<file path="src/include/fp_settings.svh">
`ifndef FP_SETTINGS_SVH
`define FP_SETTINGS_SVH

// --------------------------------------------------
// Single-precision field layout
// --------------------------------------------------

// Exponent field width
`define FP_EXP_WIDTH 8

// Stored fraction width, hidden bit not counted
`define FP_SIG_WIDTH 23

// Exponent bias
`define FP_EXP_BIAS 127

// Default depth of the retiming register chain
`define FP_MULT_STAGES 5

`endif

</file>
<file path="src/fp_pkg.sv">
`include "fp_settings.svh"

package fp_pkg;

    // --------------------------------------------------
    // Datapath vector types
    // --------------------------------------------------

    // Packed float
    // Sign on top, then biased exponent, then fraction
    typedef logic [`FP_EXP_WIDTH+`FP_SIG_WIDTH:0] fp_word_t;

    // Biased exponent, two bits wider than the field
    // Signed so sums past the top and below one stay visible
    typedef logic signed [`FP_EXP_WIDTH+1:0] fp_exp_t;

    // Significand with the hidden bit in front
    typedef logic [`FP_SIG_WIDTH:0] fp_sig_t;

    // Full product of two significands
    // Integer part in the top two bits
    typedef logic [2*`FP_SIG_WIDTH+1:0] fp_prod_t;

endpackage

</file>
<file path="src/fp_mul_classify.sv">
`include "fp_settings.svh"

module fp_mul_classify (
    input  fp_pkg::fp_word_t a,
    input  fp_pkg::fp_word_t b,
    output logic             a_sign,
    output logic             b_sign,
    output fp_pkg::fp_exp_t  a_exp,
    output fp_pkg::fp_exp_t  b_exp,
    output fp_pkg::fp_sig_t  a_sig,
    output fp_pkg::fp_sig_t  b_sig,
    output logic             a_zero,
    output logic             b_zero,
    output logic             a_inf,
    output logic             b_inf,
    output logic             a_nan,
    output logic             b_nan
);

    localparam int EW = `FP_EXP_WIDTH;
    localparam int SW = `FP_SIG_WIDTH;

    // Raw fields
    logic [EW-1:0] a_field;
    logic [EW-1:0] b_field;
    logic [SW-1:0] a_frac;
    logic [SW-1:0] b_frac;
    // All-ones exponent, either infinity or NaN
    logic          a_top;
    logic          b_top;

    // --------------------------------------------------
    // Unpack
    // --------------------------------------------------
    assign a_sign  = a[EW+SW];
    assign b_sign  = b[EW+SW];
    assign a_field = a[EW+SW-1:SW];
    assign b_field = b[EW+SW-1:SW];
    assign a_frac  = a[SW-1:0];
    assign b_frac  = b[SW-1:0];

    // Zero-extend into the wider signed exponent
    assign a_exp = fp_pkg::fp_exp_t'({2'b00, a_field});
    assign b_exp = fp_pkg::fp_exp_t'({2'b00, b_field});

    // --------------------------------------------------
    // Classes
    // --------------------------------------------------
    // Zero exponent field covers denormals too, so they flush here
    assign a_zero = (a_field == '0);
    assign b_zero = (b_field == '0);
    assign a_top  = (a_field == '1);
    assign b_top  = (b_field == '1);

    // Fraction decides infinity against NaN
    assign a_inf = a_top && (a_frac == '0);
    assign b_inf = b_top && (b_frac == '0);
    assign a_nan = a_top && (a_frac != '0);
    assign b_nan = b_top && (b_frac != '0);

    // Hidden bit only for non-zero operands
    // A flushed operand carries an all-zero significand
    assign a_sig = a_zero ? '0 : {1'b1, a_frac};
    assign b_sig = b_zero ? '0 : {1'b1, b_frac};

endmodule

</file>
<file path="src/fp_mul_round.sv">
`include "fp_settings.svh"

module fp_mul_round (
    input  logic             clk,
    input  logic             sign,
    input  fp_pkg::fp_exp_t  exp_sum,
    input  fp_pkg::fp_sig_t  a_sig,
    input  fp_pkg::fp_sig_t  b_sig,
    output fp_pkg::fp_word_t result,
    output logic             overflow,
    output logic             underflow
);

    localparam int EW = `FP_EXP_WIDTH;
    localparam int SW = `FP_SIG_WIDTH;
    localparam int PW = 2 * SW + 2;
    // First exponent value that no longer fits a finite number
    localparam fp_pkg::fp_exp_t EXP_LIMIT = fp_pkg::fp_exp_t'((1 << EW) - 1);

    fp_pkg::fp_prod_t prod;
    // Product with its leading one in the top bit
    fp_pkg::fp_prod_t norm;
    fp_pkg::fp_exp_t  exp_norm;
    fp_pkg::fp_exp_t  exp_final;
    logic             lsb_bit;
    logic             guard_bit;
    logic             sticky_bit;
    logic             round_up;
    // One spare bit on top to catch the rounding carry
    logic [SW+1:0]    sig_rounded;
    logic             round_carry;
    logic [SW-1:0]    frac_out;

    // --------------------------------------------------
    // Multiply and normalize
    // --------------------------------------------------
    assign prod = a_sig * b_sig;

    // Product lies in [1,4), top bit set means [2,4)
    // so the exponent goes up by one instead of shifting the product
    assign norm     = prod[PW-1] ? prod : (prod << 1);
    assign exp_norm = prod[PW-1] ? exp_sum + fp_pkg::fp_exp_t'(1) : exp_sum;

    // --------------------------------------------------
    // Round to nearest, ties to even
    // --------------------------------------------------
    assign lsb_bit    = norm[PW-SW-1];
    assign guard_bit  = norm[PW-SW-2];
    assign sticky_bit = |norm[PW-SW-3:0];

    // Above half, or exactly half with an odd kept value
    assign round_up = guard_bit && (sticky_bit || lsb_bit);

    assign sig_rounded = {1'b0, norm[PW-1 -: SW+1]} + (SW+2)'(round_up);
    assign round_carry = sig_rounded[SW+1];

    // Carry out leaves 10.000..., renormalize by one place
    assign frac_out  = round_carry ? sig_rounded[SW:1] : sig_rounded[SW-1:0];
    assign exp_final = exp_norm + fp_pkg::fp_exp_t'(round_carry);

    // --------------------------------------------------
    // Range and packing
    // --------------------------------------------------
    assign overflow  = (exp_final >= EXP_LIMIT);
    assign underflow = (exp_final <= fp_pkg::fp_exp_t'(0));

    // Only meaningful when neither flag is up
    assign result = {sign, exp_final[EW-1:0], frac_out};

    // Two normal significands must give a normalized product
    assert property (@(posedge clk)
        (a_sig[SW] && b_sig[SW]) |-> norm[PW-1])
        else $error("fp_mul_round: normalized significand lost its leading bit");

endmodule

</file>
<file path="src/fp_mult_core.sv">
`include "fp_settings.svh"

module fp_mult_core (
    input  logic             clk,
    input  fp_pkg::fp_word_t a,
    input  fp_pkg::fp_word_t b,
    output fp_pkg::fp_word_t z
);

    localparam int EW = `FP_EXP_WIDTH;
    localparam int SW = `FP_SIG_WIDTH;
    // Canonical quiet NaN, positive, top fraction bit only
    localparam fp_pkg::fp_word_t NAN_WORD = {1'b0, {EW{1'b1}}, 1'b1, {(SW-1){1'b0}}};

    logic             a_sign;
    logic             b_sign;
    fp_pkg::fp_exp_t  a_exp;
    fp_pkg::fp_exp_t  b_exp;
    fp_pkg::fp_sig_t  a_sig;
    fp_pkg::fp_sig_t  b_sig;
    logic             a_zero;
    logic             b_zero;
    logic             a_inf;
    logic             b_inf;
    logic             a_nan;
    logic             b_nan;
    logic             z_sign;
    fp_pkg::fp_exp_t  exp_sum;
    fp_pkg::fp_word_t finite_z;
    logic             overflow;
    logic             underflow;
    logic             nan_case;
    logic             inf_case;
    logic             zero_case;

    // --------------------------------------------------
    // Operand split and finite product
    // --------------------------------------------------
    fp_mul_classify u_classify (
        .a      (a),
        .b      (b),
        .a_sign (a_sign),
        .b_sign (b_sign),
        .a_exp  (a_exp),
        .b_exp  (b_exp),
        .a_sig  (a_sig),
        .b_sig  (b_sig),
        .a_zero (a_zero),
        .b_zero (b_zero),
        .a_inf  (a_inf),
        .b_inf  (b_inf),
        .a_nan  (a_nan),
        .b_nan  (b_nan)
    );

    assign z_sign  = a_sign ^ b_sign;
    // One bias too many after the add
    assign exp_sum = a_exp + b_exp - fp_pkg::fp_exp_t'(`FP_EXP_BIAS);

    fp_mul_round u_round (
        .clk       (clk),
        .sign      (z_sign),
        .exp_sum   (exp_sum),
        .a_sig     (a_sig),
        .b_sig     (b_sig),
        .result    (finite_z),
        .overflow  (overflow),
        .underflow (underflow)
    );

    // --------------------------------------------------
    // Special-case selection
    // --------------------------------------------------
    // Infinity times zero has no defined value
    assign nan_case  = a_nan || b_nan || (a_inf && b_zero) || (b_inf && a_zero);
    assign inf_case  = a_inf || b_inf || overflow;
    assign zero_case = a_zero || b_zero || underflow;

    // Priority: NaN, then infinity, then zero
    always_comb begin
        if (nan_case) begin
            z = NAN_WORD;
        end else if (inf_case) begin
            z = {z_sign, {EW{1'b1}}, {SW{1'b0}}};
        end else if (zero_case) begin
            z = {z_sign, {(EW+SW){1'b0}}};
        end else begin
            z = finite_z;
        end
    end

    // Any NaN leaving the core is the canonical one
    assert property (@(posedge clk)
        ((z[EW+SW-1:SW] == '1) && (z[SW-1:0] != '0)) |-> (z == NAN_WORD))
        else $error("fp_mult_core: NaN result with non-canonical payload %h", z);

endmodule

</file>
<file path="src/fp_mult_pipe.sv">
`include "fp_settings.svh"

module fp_mult_pipe #(
    parameter int stages = `FP_MULT_STAGES
) (
    input  logic             clk,
    input  logic             rst_n,
    input  fp_pkg::fp_word_t a,
    input  fp_pkg::fp_word_t b,
    input  logic             ab_valid,
    output fp_pkg::fp_word_t z,
    output logic             z_valid
);

    // Combinational product, before any register
    fp_pkg::fp_word_t z_core;

    // Result and valid chain, index 0 is nearest the core
    fp_pkg::fp_word_t pipe_z     [stages];
    logic             pipe_valid [stages];

    // Depth of zero would leave the output unregistered
    if (stages < 1) begin : g_bad_depth
        $error("fp_mult_pipe: stages must be 1 or more, got %0d", stages);
    end

    // --------------------------------------------------
    // Arithmetic
    // --------------------------------------------------
    fp_mult_core u_core (
        .clk (clk),
        .a   (a),
        .b   (b),
        .z   (z_core)
    );

    // --------------------------------------------------
    // Retiming chain
    // --------------------------------------------------
    // Every cycle shifts, valid or not
    // so junk operands ride along with the valid flag low
    always_ff @(posedge clk or negedge rst_n) begin
        if (!rst_n) begin
            for (int i = 0; i < stages; i++) begin
                pipe_z[i]     <= '0;
                pipe_valid[i] <= 1'b0;
            end
        end else begin
            pipe_z[0]     <= z_core;
            pipe_valid[0] <= ab_valid;
            for (int i = 1; i < stages; i++) begin
                pipe_z[i]     <= pipe_z[i-1];
                pipe_valid[i] <= pipe_valid[i-1];
            end
        end
    end

    // Last stage drives the product stream
    assign z       = pipe_z[stages-1];
    assign z_valid = pipe_valid[stages-1];

endmodule

</file>
<file path="src/fp_mult_top.sv">
module fp_mult_top (
    input  logic             clk,
    input  logic             rst_n,
    // Operand stream, no back-pressure
    input  fp_pkg::fp_word_t a,
    input  fp_pkg::fp_word_t b,
    input  logic             ab_valid,
    // Product stream, fixed latency behind the operands
    output fp_pkg::fp_word_t z,
    output logic             z_valid
);

    // --------------------------------------------------
    // Pipelined multiplier, default depth
    // --------------------------------------------------
    fp_mult_pipe u_pipe (
        .clk      (clk),
        .rst_n    (rst_n),
        .a        (a),
        .b        (b),
        .ab_valid (ab_valid),
        .z        (z),
        .z_valid  (z_valid)
    );

endmodule

</file>
<file path="config.mk">
export PLATFORM = sky130hd
export DESIGN_NAME = fp_mult_top
export DESIGN_NICKNAME = d
export VERILOG_FILES = /design/src/fp_pkg.sv /design/src/fp_mul_classify.sv /design/src/fp_mul_round.sv /design/src/fp_mult_core.sv /design/src/fp_mult_pipe.sv /design/src/fp_mult_top.sv
export VERILOG_INCLUDE_DIRS = /design/src /design/src/include
export SDC_FILE = /design/constraint.sdc
export NUM_CORES = 2
export LEC_CHECK = 0
export ABC_AREA = 1
export BUFFER_PORTS_ARGS = -buffer_cell sky130_fd_sc_hd__buf_4
export CORE_MARGIN = 4
export CORE_UTILIZATION = 60
export CTS_CLUSTER_SIZE = 25
export DETAILED_ROUTE_END_ITERATION = 10
export GPL_TIMING_DRIVEN = 0
export PLACE_DENSITY = 0.87
export RECOVER_POWER = 100
export SLEW_MARGIN = 10
export SYNTH_ARGS = -nofsm -noshare
export SYNTH_HDL_FRONTEND = slang
export SYNTH_SLANG_ARGS = --single-unit
</file>
<file path="constraint.sdc">
create_clock -name clk -period 0.8 [get_ports clk]
set_clock_uncertainty 0.2 [all_clocks]
set_input_delay 0.08 -clock clk [delete_from_list [all_inputs] [get_ports clk]]
set_output_delay 0.08 -clock clk [all_outputs]
set_load 0.02 [all_outputs]
</file>
**Word-level counts from Yosys, hierarchy flattened**

Cells that the tools add are included.

- Bits in registers: 165
- Word-level logic and storage cells: 51

- Multiply operators: 1
- Multiplexer cells: 8
- Add/sub/neg operators: 5
- Eq/ne operators: 2
- Bitwise operators: 1
- $lt $le $gt $ge: 2
- Reduce and logical (&&, ||, !) cells: 22

Operators with widths:

| operator | number |
|---|---|
| 31-bit 2-to-1 mux | 2 |
| 24-bit by 24-bit multiplier with 48-bit output | 1 |
| 24-bit 2-to-1 mux | 2 |
| 48-bit 2-to-1 mux | 1 |
| 23-bit logical NOT | 2 |
| 23-bit nonzero test | 2 |
| 32-bit 2-to-1 mux | 1 |
| 24-bit by 1-bit adder with 25-bit output | 1 |
| 23-bit 2-to-1 mux | 1 |
| 23-bit OR reduction | 1 |
| 8-bit == test, second input constant | 2 |
| 8-bit logical NOT | 2 |
| 10-bit by 2-bit adder with 10-bit output | 1 |
| 10-bit by 2-bit adder with 10-bit output, second input constant | 1 |
| 10-bit by 9-bit greater-or-equal comparator with 1-bit output, second input constant | 1 |
| 10-bit by 1-bit <= comparator with 1-bit output, second input constant | 1 |
| 10-bit 2-to-1 mux | 1 |
| 9-bit by 7-bit subtractor with 10-bit output, second input constant | 1 |
| 8-bit by 8-bit adder with 9-bit output | 1 |
| 1-bit logical OR | 8 |
| 1-bit logical AND | 7 |
| 1-bit bitwise XOR | 1 |

**Logic depth before layout (Yosys ltp)**

- Depth in word-level cells: 14
- Depth in mapped cells: 61
- Gate-level depth less buffers: 58

**Modules after synthesis**

From an unflattened synthesis, not the netlist that was laid out.

- Cells, all modules: 3754
- Area total of the unflattened synthesis: 28628.7 sq um

Modules (own cells, without submodules):

| module | area each (sq um) | times used | seq. area each (sq um) | cells each |
|---|---|---|---|---|
| fp_mul_round | 22447.8 | 1 | 0.0 | 3180 |
| fp_mult_pipe | 4369.2 | 1 | 4129.0 | 197 |
| fp_mult_core | 952.2 | 1 | 0.0 | 184 |
| fp_mul_classify | 859.6 | 1 | 0.0 | 193 |

**Least setup slack after synthesis**

Ideal clock, no wire load.

- Path kind: in2reg
- Start: input port b[27]
- End: register u_pipe.pipe_z[130] (netlist bit)
- Arrival time: 9.275 ns
- Setup slack: -8.800 ns
- Cell stages on the path: 60
- Buffers on the path: 4
- Required time: 0.474 ns
- Cell sequence: nor2_1 > nand2_1 > nor2_1 > nor2_1 > inv_1 > clkbuf_1 > nor2_1 > inv_1 > clkbuf_1 > nor2_1 > fa_1 > fa_1 > inv_1 > fa_1 > inv_1 > fa_1 > inv_1 > fa_1 > [24 not listed] > nor2_4 > nand3_2 > nor2_4 > and3_1 > ha_1 > ha_1 > nand3_1 > nor2_1 > nand2_1 > nand2_1 > nand2_1 > nor2_1 > nand3_1 > nand2_1 > nand2_1 > nand2_2 > buf_6 > nor3_2

- Longest elaborated chain between the ends: 14
- Elaborated cells between the ends (all ways): 31
- Classes of those cells: add/sub: 5; mul: 1; order compare: 2; eq/ne: 1; mux: 7; reduce/logical: 15

Ends and longest elaborated chain:

| element | RTL line | source |
|---|---|---|
| start: declaration | fp_mult_top.sv:6 | `input fp_pkg::fp_word_t b,` |
| 8-bit logical NOT | fp_mul_classify.sv:51 | `assign b_zero = (b_field == '0);` |
| 24-bit 2-to-1 mux | fp_mul_classify.sv:64 | `assign b_sig = b_zero ? '0 : {1'b1, b_frac};` |
| 24-bit by 24-bit multiplier with 48-bit output | fp_mul_round.sv:37 | `assign prod = a_sig * b_sig;` |
| 48-bit 2-to-1 mux | fp_mul_round.sv:41 | `assign norm = prod[PW-1] ? prod : (prod << 1);` |
| 23-bit OR reduction | fp_mul_round.sv:49 | `assign sticky_bit = \|norm[PW-SW-3:0];` |
| 1-bit logical OR | fp_mul_round.sv:52 | `assign round_up = guard_bit && (sticky_bit \|\| lsb_bit);` |
| 1-bit logical AND | fp_mul_round.sv:52 |  |
| 24-bit by 1-bit adder with 25-bit output | fp_mul_round.sv:54 | `assign sig_rounded = {1'b0, norm[PW-1 -: SW+1]} + (SW+2)'(round_up);` |
| 10-bit by 2-bit adder with 10-bit output | fp_mul_round.sv:59 | `assign exp_final = exp_norm + fp_pkg::fp_exp_t'(round_carry);` |
| 10-bit by 1-bit <= comparator with 1-bit output | fp_mul_round.sv:65 | `assign underflow = (exp_final <= fp_pkg::fp_exp_t'(0));` |
| 1-bit logical OR | fp_mult_core.sv:77 | `assign zero_case = a_zero \|\| b_zero \|\| underflow;` |
| 31-bit 2-to-1 mux | fp_mult_core.sv:85 | `end else if (zero_case) begin` |
| 31-bit 2-to-1 mux | fp_mult_core.sv:83 | `end else if (inf_case) begin` |
| 32-bit 2-to-1 mux (*) | fp_mult_core.sv:81 | `if (nan_case) begin` |
| via u_pipe.u_core.z[2] | fp_mult_core.sv:7 | `output fp_pkg::fp_word_t z` |
| end signal: indexed assignment | fp_mult_pipe.sv:52 | `pipe_z[i] <= pipe_z[i-1];` |
| end: declaration | fp_mult_pipe.sv:19 | `fp_pkg::fp_word_t pipe_z [stages];` |

The timed path passes the listed nets; every way through them passes the cells marked *.

**Final worst setup path**

- Start: input port b[30]
- End: register u_pipe.pipe_z[153] (netlist bit)

The elaborated chain is that of the path after synthesis.

==> flow_metrics.env <==
export IMPL_avgViaCountPerCell=5.93
export IMPL_cp_slowest_cell="fa_2"
export IMPL_cp_required_ns=0.90
export IMPL_ys_seq_elements=165
export IMPL_cts_reportedPaths_clkPinSlew_ns=0.08
export IMPL_drt_wl_total_mm=108
export IMPL_cap_violations=0
export IMPL_final_layout_size_suffix_gt1_share_pct=20.2
export IMPL_num_fill_cells=3197
export IMPL_startpoint_type="primary input"
export IMPL_start_util_pct=60.9
export IMPL_r2r_start="u_pipe.pipe_z[146]"
export IMPL_cts_root_buffer="clkbuf_16"
export IMPL_postPlaceCellArea_um2=29900
export IMPL_period_share_pct=1250
export IMPL_holdCritPathClass="in2async"
export IMPL_grt_max_degree=96
export IMPL_grt_pass1_wl_mm=159
export IMPL_ys_flop_type="dfrtp_1"
export IMPL_htree_levels=4
export IMPL_layout_setup_ws_ns=-9.24
export IMPL_layout_min_cycle_time_ns=10.04
export IMPL_postLayoutCoreUtil_pct=73.5
export IMPL_num_vias=26201
export IMPL_setup_viol=160
export IMPL_hold_buffers=1
export IMPL_antenna_found_initial=2
export IMPL_path_max_fanout=10
export IMPL_clkSinkCount=165
export IMPL_synth_cells=3539
export IMPL_cp_arrival_ns=10.14
export IMPL_drt_iter0_markers=4139
export IMPL_endpoint="u_pipe.pipe_z[153]"
export IMPL_first_pass_iters=9
export IMPL_final_cells=4415
export IMPL_syn2layout_area_growth_pct=20.8
export IMPL_maxSlewHeadroom_pct=29.6
export IMPL_async_reset_ff_share_pct=100
export IMPL_rsz0062_at_grt="yes"
export IMPL_fp_dieH_um=223
export IMPL_status="complete, but fails checks"
export IMPL_yosysUniqueCellTypes=52
export IMPL_slew_viol_final=0
export IMPL_hold_slack_ns=-0.383
export IMPL_hold_viol=71
export IMPL_place_gp_congestion=1.05
export IMPL_overflow=0
export IMPL_synth_fp_nets=4282
export IMPL_design_area_um2=33500
export IMPL_hpwl_mm=78.7
export IMPL_path_class="in2reg"
export IMPL_ys_warn_count=0
export IMPL_grtUsageMet3_pct=14.9
export IMPL_post_route_drc_count=1
export IMPL_place_port_buffers=95
export IMPL_cts_tree="done"
export IMPL_rr_endpoint="u_pipe.pipe_z[114]"
export IMPL_cp_end_kind="flip-flop"
export IMPL_top_usage_layer="met2"
export IMPL_core_um2=45600
export IMPL_seq_area_frac_synth_pct=14.9
export IMPL_r2r_setup_slack_ns=0.01
export IMPL_violations="design-rule violations, negative hold slack, negative setup slack"
export IMPL_max_stage_delay_ns=0.67
export IMPL_fin_nets=4544
export IMPL_synth_edf_count=0
export IMPL_max_slew_worst_pin_slew_ns=1.05
export IMPL_die_w_um=223
export IMPL_dp_cells=4235
export IMPL_die_area_um2=49800
export IMPL_clockBufferDepth=2
export IMPL_clock_latency_ns=0.43
export IMPL_grt_use_met1_pct=54.8
export IMPL_fmax_ghz=0.0996
export IMPL_first_global_vias=27016
export IMPL_ant_nets=0
export IMPL_cts_buffers=17
export IMPL_io_pins=100
export IMPL_path_common_cell="nor2_4"
export IMPL_grt_met2_usage_pct=63.6
export IMPL_grtUsageTotal_pct=42.7
export IMPL_std_cell_rows=78
export IMPL_reg2reg_depth=0
export IMPL_startpoint="b[30]"
export IMPL_syn_area_um2=27800
export IMPL_syn_area_per_cell_um2=7.84
export IMPL_post_drt_wl_per_cell_um=24.6
[metrics by stage]
stage / hold WS, ns / TNS (ns) / setup slack, ns
after floorplan: -0.416 / -244.36 / -7.90
after global placement: -0.0109 / -528.09 / -10.27
after detailed placement: -0.138 / -351.65 / -10.49
after CTS: -0.592 / -278.36 / -8.46
after global routing: -0.302 / -341.30 / -9.37
final: -0.383 / -314.36 / -9.24
[Yosys cell counts, types with 5 or more instances]
cell      instances  share of area (%)
inv_1           867                 12
nand2_1         850                 11
fa_1            483                 35
nor2_1          456                6.2
ha_1            193                8.7
dfrtp_1         165                 15
nand3_1         110                2.0
clkbuf_1         51               0.69
nand4_1          43               0.97
a21oi_1          38               0.69
buf_4            33               0.89
nand2_2          23               0.52
nor3_2           21               0.76
xor2_1           20               0.63
nor2_2           17               0.38
xnor2_1          17               0.54
clkinv_1         12               0.16
inv_2            12               0.16
o21ai_1          12               0.22
nand2_4          11               0.45
nor2_4           11               0.45
o21bai_1         11               0.30
o21ai_0          10               0.18
nor3_1            9               0.16
buf_6             7               0.28
nand3b_1          7               0.19
nor4_1            7               0.16
or2_2             5               0.11
[timing repair]
| item | CTS | global route |
|---|---|---|
| gates cloned | 4 | 3 |
| resized for setup | 391 | 108 |
| buffers inserted | 135 | 38 |
| pin swaps | 152 | 75 |
| endpoints found under the hold margin | 167 | 166 |
| setup endpoints to repair | 65 | 66 |
[flip-flops by register name, summed over array words and instances, names as in the netlist]
| name | count |
|---|---|
| u_pipe.pipe_valid | 4 |
| u_pipe.z_valid | 1 |
| u_pipe.pipe_z | 128 |
| u_pipe.z | 32 |
[worst min-delay path by stage]
stage / start / end / cells after the start / slack [ns]
5_1_grt: rst_n / u_pipe.z[22] / 1 / -0.30
6_report: rst_n / u_pipe.z[22] / 1 / -0.38
3_5_place_dp: rst_n / u_pipe.pipe_valid[1] / 1 / -0.14
4_1_cts: rst_n / u_pipe.pipe_z[34] / 1 / -0.59
2_1_floorplan: rst_n / u_pipe.pipe_valid[1] / 0 / -0.42
3_3_place_gp: ab_valid / u_pipe.pipe_valid[4] / 1 / -0.01
[area by class of cell]
cell class	count	area, um2	area share (%)
diodes	1	2.50	0.00747
plain buffers	66	898	2.68
clock buffers	17	425	1.27
clock inverters	15	210	0.627
inverters	891	3500	10.4
multi-input cells	2384	21000	62.7
flip-flops and latches	165	4130	12.3
well taps	600	751	2.24
repair buffers	275	2580	7.69
repair inverters	1	11.3	0.0336
[kinds of logic (layout without fill, tap and decap cells)]
kind of cell | Yosys count | after routing | share of synthesized area [%]
fa+ha+maj | 676 | 676 | 43.5
buf+inv | 991 | 1265 | 14.2
xor+xnor | 37 | 37 | 1.17
compound gates | 84 | 84 | 1.81
simple gates | 1586 | 1587 | 24.4
other cells | 0 | 1 | 0
flops | 165 | 165 | 14.9
[routing by layer]
metal	routed length, um	vias up	share of wire [%]
met1	37400	12373	34
met2	45000	2313	42
met5	13	-	0.012
met3	16500	716	15
li1	-	10797	-
met4	9420	2	8.7
[critical path, delay by kind of cell]
| family | cells | cell delay (ns) |
|---|---|---|
| buffers and inverters | 12 | 1.41 |
| AO/OA/AOI/OAI | 1 | 0.08 |
| AND/OR/NAND/NOR | 31 | 4.18 |
| adder cells (fa/ha/maj) | 10 | 4.36 |
[cell usage in the layout (no fill, tap or decap), types with 7 or more instances in the layout]
master,n
nand4_1,43
nand2_1,790
xnor2_1,17
nand2_4,32
ha_4,21
clkbuf_4,12
inv_1,798
dfrtp_1,164
buf_12,22
nor3_1,7
clkbuf_8,14
a21oi_1,36
fa_1,452
nand3_4,7
nor2_2,42
ha_1,169
nor3_4,13
o21bai_1,11
inv_8,9
nand3_2,8
fa_2,31
o21ai_1,9
nand3_1,100
inv_2,56
buf_6,56
nand2_2,59
nor2_4,57
nor2_1,386
xor2_1,19
nand3b_1,7
nor3_2,10
clkinvlp_4,18
buf_4,199
o21ai_0,8
buf_8,9
clkbuf_16,32
Power is not shown: default switching activity piles up to over one toggle a cycle in this logic, so the estimate is an artifact.
